**src/logic/cache_pkg.sv**
```systemverilog
// cache geometry and line types, referenced by scoped name from rtl and testbench
`default_nettype none

package cache_pkg;

	// geometry
	localparam int num_sets = 8;
	localparam int num_ways = 4;
	localparam int set_bits = $clog2(num_sets);
	localparam int way_bits = $clog2(num_ways);
	localparam int tag_bits = 8;
	localparam int data_bits = 64;

	// binary tree, one node per internal branch
	localparam int tree_bits = num_ways - 1;

	typedef struct packed {
		logic valid;
		logic dirty;
		logic [tag_bits-1:0] tag;
		logic [data_bits-1:0] data;
	} cache_line_t;

	// way 0 sits in the low bits
	typedef cache_line_t [num_ways-1:0] cache_set_t;

endpackage

`default_nettype wire

```
**src/logic/tag_lookup_if.sv**
```systemverilog
// one tag lookup between the cache store and a matcher; store requests, matcher answers
`timescale 1ns/1ps
`default_nettype none

interface tag_lookup_if;

	logic en;
	logic [cache_pkg::tag_bits-1:0] tag;
	cache_pkg::cache_set_t set_lines;
	logic hit;
	logic [cache_pkg::way_bits-1:0] way;

	modport requester (
		output en,
		output tag,
		output set_lines,
		input hit,
		input way
	);

	modport matcher (
		input en,
		input tag,
		input set_lines,
		output hit,
		output way
	);

endinterface

`default_nettype wire

```
**src/logic/way_match.sv**
```systemverilog
// parallel tag compare over one set, giving a hit flag and the lowest matching way
`timescale 1ns/1ps
`default_nettype none

module way_match (
	tag_lookup_if.matcher lookup
);

	logic [cache_pkg::num_ways-1:0] match;

	// only valid ways count, and nothing matches while idle
	always_comb begin
		for (int i = 0; i < cache_pkg::num_ways; i++) begin
			match[i] = lookup.en & lookup.set_lines[i].valid &
				(lookup.set_lines[i].tag == lookup.tag);
		end
	end

	assign lookup.hit = |match;

	// priority to the lowest way
	always_comb begin
		lookup.way = '0;
		for (int i = cache_pkg::num_ways - 1; i >= 0; i--) begin
			if (match[i]) begin
				lookup.way = cache_pkg::way_bits'(i);
			end
		end
	end

endmodule

`default_nettype wire

```
**src/flat_wrapper.sv**
```systemverilog
// flat-port wrapper written by rule: the top's interface ports become plain ports
module way_match_flat 
  (lookup_en, lookup_tag, lookup_set_lines, lookup_hit, lookup_way);
  tag_lookup_if lookup_i ();
  input wire logic [$bits(lookup_i.en)-1:0] lookup_en;
  input wire logic [$bits(lookup_i.tag)-1:0] lookup_tag;
  input wire logic [$bits(lookup_i.set_lines)-1:0] lookup_set_lines;
  output wire logic [$bits(lookup_i.hit)-1:0] lookup_hit;
  output wire logic [$bits(lookup_i.way)-1:0] lookup_way;
  assign lookup_i.en = lookup_en;
  assign lookup_i.tag = lookup_tag;
  assign lookup_i.set_lines = lookup_set_lines;
  assign lookup_hit = lookup_i.hit;
  assign lookup_way = lookup_i.way;
  way_match u_core (.lookup(lookup_i));
endmodule
```
**config.mk**
```make
export PLATFORM = sky130hd
export DESIGN_NAME = way_match_flat
export DESIGN_NICKNAME = d
export VERILOG_FILES = /design/src/logic/cache_pkg.sv /design/src/logic/tag_lookup_if.sv /design/src/logic/way_match.sv /design/src/flat_wrapper.sv
export SDC_FILE = /design/constraint.sdc
export NUM_CORES = 1
export LEC_CHECK = 0
export BUFFER_PORTS_ARGS = -buffer_cell sky130_fd_sc_hd__buf_2
export CORE_AREA = 2 2 119 121
export DETAILED_ROUTE_END_ITERATION = 10
export DIE_AREA = 0 0 121 123
export GPL_ROUTABILITY_DRIVEN = 0
export PLACE_DENSITY_LB_ADDON = 0.25
export SLEW_MARGIN = 0
export SYNTH_ARGS = -nofsm -noshare
export SYNTH_HDL_FRONTEND = slang
export SYNTH_SLANG_ARGS = --single-unit
```
**constraint.sdc**
```tcl
create_clock -name vclk -period 1.5
set_input_delay 0.3 -clock vclk [all_inputs]
set_output_delay 0.3 -clock vclk [all_outputs]
set_load 0.005 [all_outputs]
```
== Yosys cells after proc, flatten, opt, wreduce, memory -nomap -nowiden ==
Cells that the tools add are included.
Operators by class
  $add $sub $neg: 0
  multiply operators: 0
  divide/modulo/power cells: 0
  $lt $le $gt $ge: 0
  eq/ne operators: 4
  shifts and indexed selects: 0
  multiplexer cells: 4
  bitwise gates (word level): 8
  reductions and logical operators: 1
Operators by type and width (number)
  $eq 8x8->1: 4
  $and 1x1->1: 8
  $mux 2: 4
  $reduce_or 4->1: 1
Storage, ports and cells
  register bits: 0
  bits in latches: 0
  memory bits (writable): 0
  bits in read-only memories: 0
  input port bits: 305
  output and inout bits: 3
  logic and storage cells: 17
  memories: 0

== Depth between registers and ports, before layout ==
  depth after elaboration: 6
  depth in mapped cells: 6

== Worst setup path before layout ==
No wires, ideal clock.
  kind: in2out
  start point: input port lookup_tag[2]
  end point: output port lookup_way[0]
  data arrival time: 1.125 ns
  data required time: 1.200 ns
  path slack: 0.075 ns
  cell stages on the path: 6
  cells stage by stage: buf_6 -> xnor2_1 -> nand3_1 -> nor3_4 -> a21oi_1 -> nor2_1
On the way
  longest elaborated chain between the ends: 6
  elaborated cells between the ends (all ways): 12
Ends and longest elaborated chain
  start, declared: line flat_wrapper.sv:6  | input wire logic [$bits(lookup_i.tag)-1:0] lookup_tag;
  $eq 8x8->1: line way_match.sv:15  | (lookup.set_lines[i].tag == lookup.tag);
  $and 1x1->1: line way_match.sv:14  | match[i] = lookup.en & lookup.set_lines[i].valid &
  $mux 2 (3 in a row): line way_match.sv:25  | if (match[i]) begin
  $mux 2 (*): line way_match.sv:25
  end, declared: line flat_wrapper.sv:9  | output wire logic [$bits(lookup_i.way)-1:0] lookup_way;
Mark *: on every way between the ends. The rest lies on a longest branch, timed or not.

== Worst setup path after layout ==
  start point: input port lookup_tag[5]
  end point: output port lookup_way[1]
The elaborated chain is that of the path after synthesis.

==> summary.md <==
| Metric | Value |
|---|---|
| Crit path kind | `input port to output port` |
| Share of layout cells above drive strength 1 | `between 60% and 70%` |
| Synth cell types | `14` |
| Fmax achieved | `~590 MHz` |
| DIE AREA | `between 10000 and 15000 um2` |
| Min Clock Period, post-route | `~1.7 ns` |
| Critical path buffer and inverter count | `5` |
| HP Class | `input port to output port` |
| Multi-input gate area | `between 500 and 600 um2` |
| Sw frac | `between 40% and 50%` |
| Internal | `about 0.14 mW` |
| Area grow syn2layout | `161%` |
| Metal3 WL | `around 150 um` |
| Die Y | `between 100 and 150 um` |
| Peak supply drop | `between 0.09 and 0.1 mV` |
| Post-Syn Area | `between 400 and 500 um2` |
| Violated checks | `setup timing` |
| Worst Setup SP | `lookup_tag[5]` |
| Core box area | `around 14000 um2` |
| Worst rel slew slack | `a little over four fifths` |
| Setup total negative slack | `-0.557 ns` |
| Seq Cell Count | `0` |
| Combinational Power Share | `100.0%` |
| Antenna-violating nets left | `0` |
| Num ports | `~310` |
| Top sig layer | `met3` |
| Gate Count Post-Synth | `55` |
| Filler cells | `between 1500 and 2000` |
| Vias in the first global route | `645` |
| Worst EP required | `1.20 ns` |
| NetSw | `0.108 mW` |
| Most used cell, CP | `buf_4` |
| Initial DRC count | `3` |
| Initial antenna violation count | `0` |
| Drc violations | `0` |
| # diodes | `0` |
| Slew @ Worst Pin | `0.242 ns` |
| Initial Util | `about 3.2%` |
| Max Cap Viol | `0` |
| Vias per cell | `1.97` |
| Die width | `121 um` |
| Fin. max-slew vios | `0` |
| Post-Place Worst Slack | `-0.342 ns` |
| # port buffers | `48` |
| GRT overflow | `0` |
| Clock power frac | `0%` |
| Clkbuf count | `0` |
| Hpwl dp | `between 2 and 2.5 mm` |
| Initial DRT Pass Iterations | `2` |
| Static Leak | `approximately 0.45 nW` |
| Routed WL per cell | `7.92 um` |
| Setup crit end kind | `output port` |
| Startpoint types | `input port` |
| Register area share after synthesis | `0%` |
| Final nets | `roughly 420` |
| Final wirelength | `approximately 2.3 mm` |
| CP cell instances | `buf_2 > buf_4 > xnor2_1 > nand3_1 > nor3_2 > buf_4 > buf_4 > nor3_2 > buf_2` |
| Critical Path AT | `1.39 ns` |
| Power Total | `between 0.2 and 0.3 mW` |
| Hold path start | `lookup_set_lines[295]` |
| First-pass GRT wire length | `approximately 3.5 mm` |
| PD cells | `approximately 220 nW/um2` |
| Met1 WL | `1.07 mm` |
| Flop pwr share | `0%` |
| GRT Total Usage | `~3.1%` |
| Syn_nets | `360` |
| Hold Violations, Final | `0` |
| Slowest CP cell | `nor3_2` |
| Final period utilization | `113%` |
| Final worst slack | `-0.190 ns` |
| Unrepaired setup endpoints after global routing | `yes` |
| Outcome | `finished, violations left` |
| # setup viols final | `3` |
| CP top delay family | `buffers and inverters` |
| Vias | `roughly 570` |
| Met2 wire len | `around 1.1 mm` |
| Synthesized area per cell | `about 7.9 um2` |
| CP Max Fanout | `3` |
| Standard-cell rows | `43` |
| CP max stage delay | `roughly 0.15 ns` |
| Largest net degree at the start of global routing | `5` |
| Register area | `0 um2` |
| Yosys Warn Count | `0` |
==> power groups by stage <==
| stage | sequential (mW) | combinational (mW) | clock, mW |
|---|---|---|---|
| final | 0 | 0.252 | 0 |
| after global routing | 0 | 0.276 | 0 |
| after CTS | 0 | 0.225 | 0 |
| after detailed placement | 0 | 0.202 | 0 |
| after global placement | 0 | 0.201 | 0 |
| after floorplan | 0 | 0.0916 | 0 |
==> worst paths after layout <==
path	to	slack, ns	cells after the start
hold / removal	lookup_way[1]	1.16	6
setup / recovery	lookup_way[1]	-0.19	9
==> cell usage in the layout, fill, tap and decap left out <==
cell	n
a21oi_1	1
buf_6	7
nor2_1	2
buf_8	1
nor4_4	1
xnor2_1	17
nor3_4	1
nor2b_4	1
nor3_2	4
buf_4	7
nand3_2	1
and3_1	1
xor2_1	3
xor2_4	1
buf_2	42
xnor2_2	8
nand2_1	1
nand3_1	6
nand4_1	3
xor2_2	3
==> per-stage QoR <==
step	cells	instance area, um2	util, %	hold slack, ns
finish	291	1140	8.35	1.16
CTS	291	1020	7.49	1.17
floorplan	55	435	-	0.818
global placement	290	950	6.98	1.18
detailed placement	290	950	6.98	1.18
global route	291	1140	8.35	1.20
==> layout make-up <==
cell class	count	area share (%)
multi-input combinational	54	48.8
tap	180	19.8
timing repair buffer	57	31.4
==> cell families after synthesis <==
logic type | Yosys count | share of synthesized area, %
xor+xnor | 32 | 64.4
simple gates | 21 | 31.9
compound gates | 1 | 1.15
buf+inv | 1 | 2.59
==> Yosys cell counts, drive strengths merged <==
| cell | instances | area (um2) |
|---|---|---|
| xnor2 | 25 | 219 |
| nand3 | 7 | 35.0 |
| xor2 | 7 | 61.3 |
| nor3 | 5 | 41.3 |
| nand4 | 3 | 18.8 |
| nor2 | 2 | 7.51 |
| a21oi | 1 | 5.00 |
| and3 | 1 | 6.26 |
| buf | 1 | 11.3 |
| nand2 | 1 | 3.75 |
| nor2b | 1 | 13.8 |
| nor4 | 1 | 12.5 |
==> layer usage <==
layer / track usage, % / up-vias
li1: - / 296
met1: 4.42 / 246
met2: 5.34 / 31
met3: 0.369 / 0
met4: 0 / 0
met5: 0 / -
==> tightest hold or removal path, stage by stage <==
cell and delay (ns):
buf_2 0.09, nand3_1 0.12, nor3_4 0.07, nor2b_4 0.11, nor3_2 0.04, buf_2 0.12
==> repair_timing <==
| action | 4_1_cts | 5_1_grt |
|---|---|---|
| hold buffers | 0 | 0 |
| gates resized for setup | 12 | 23 |
| setup buffers | 1 | 0 |
| pin swaps | 8 | 10 |
| endpoints found under the setup margin | 3 | 3 |
Power figures use the tool's default switching activity.
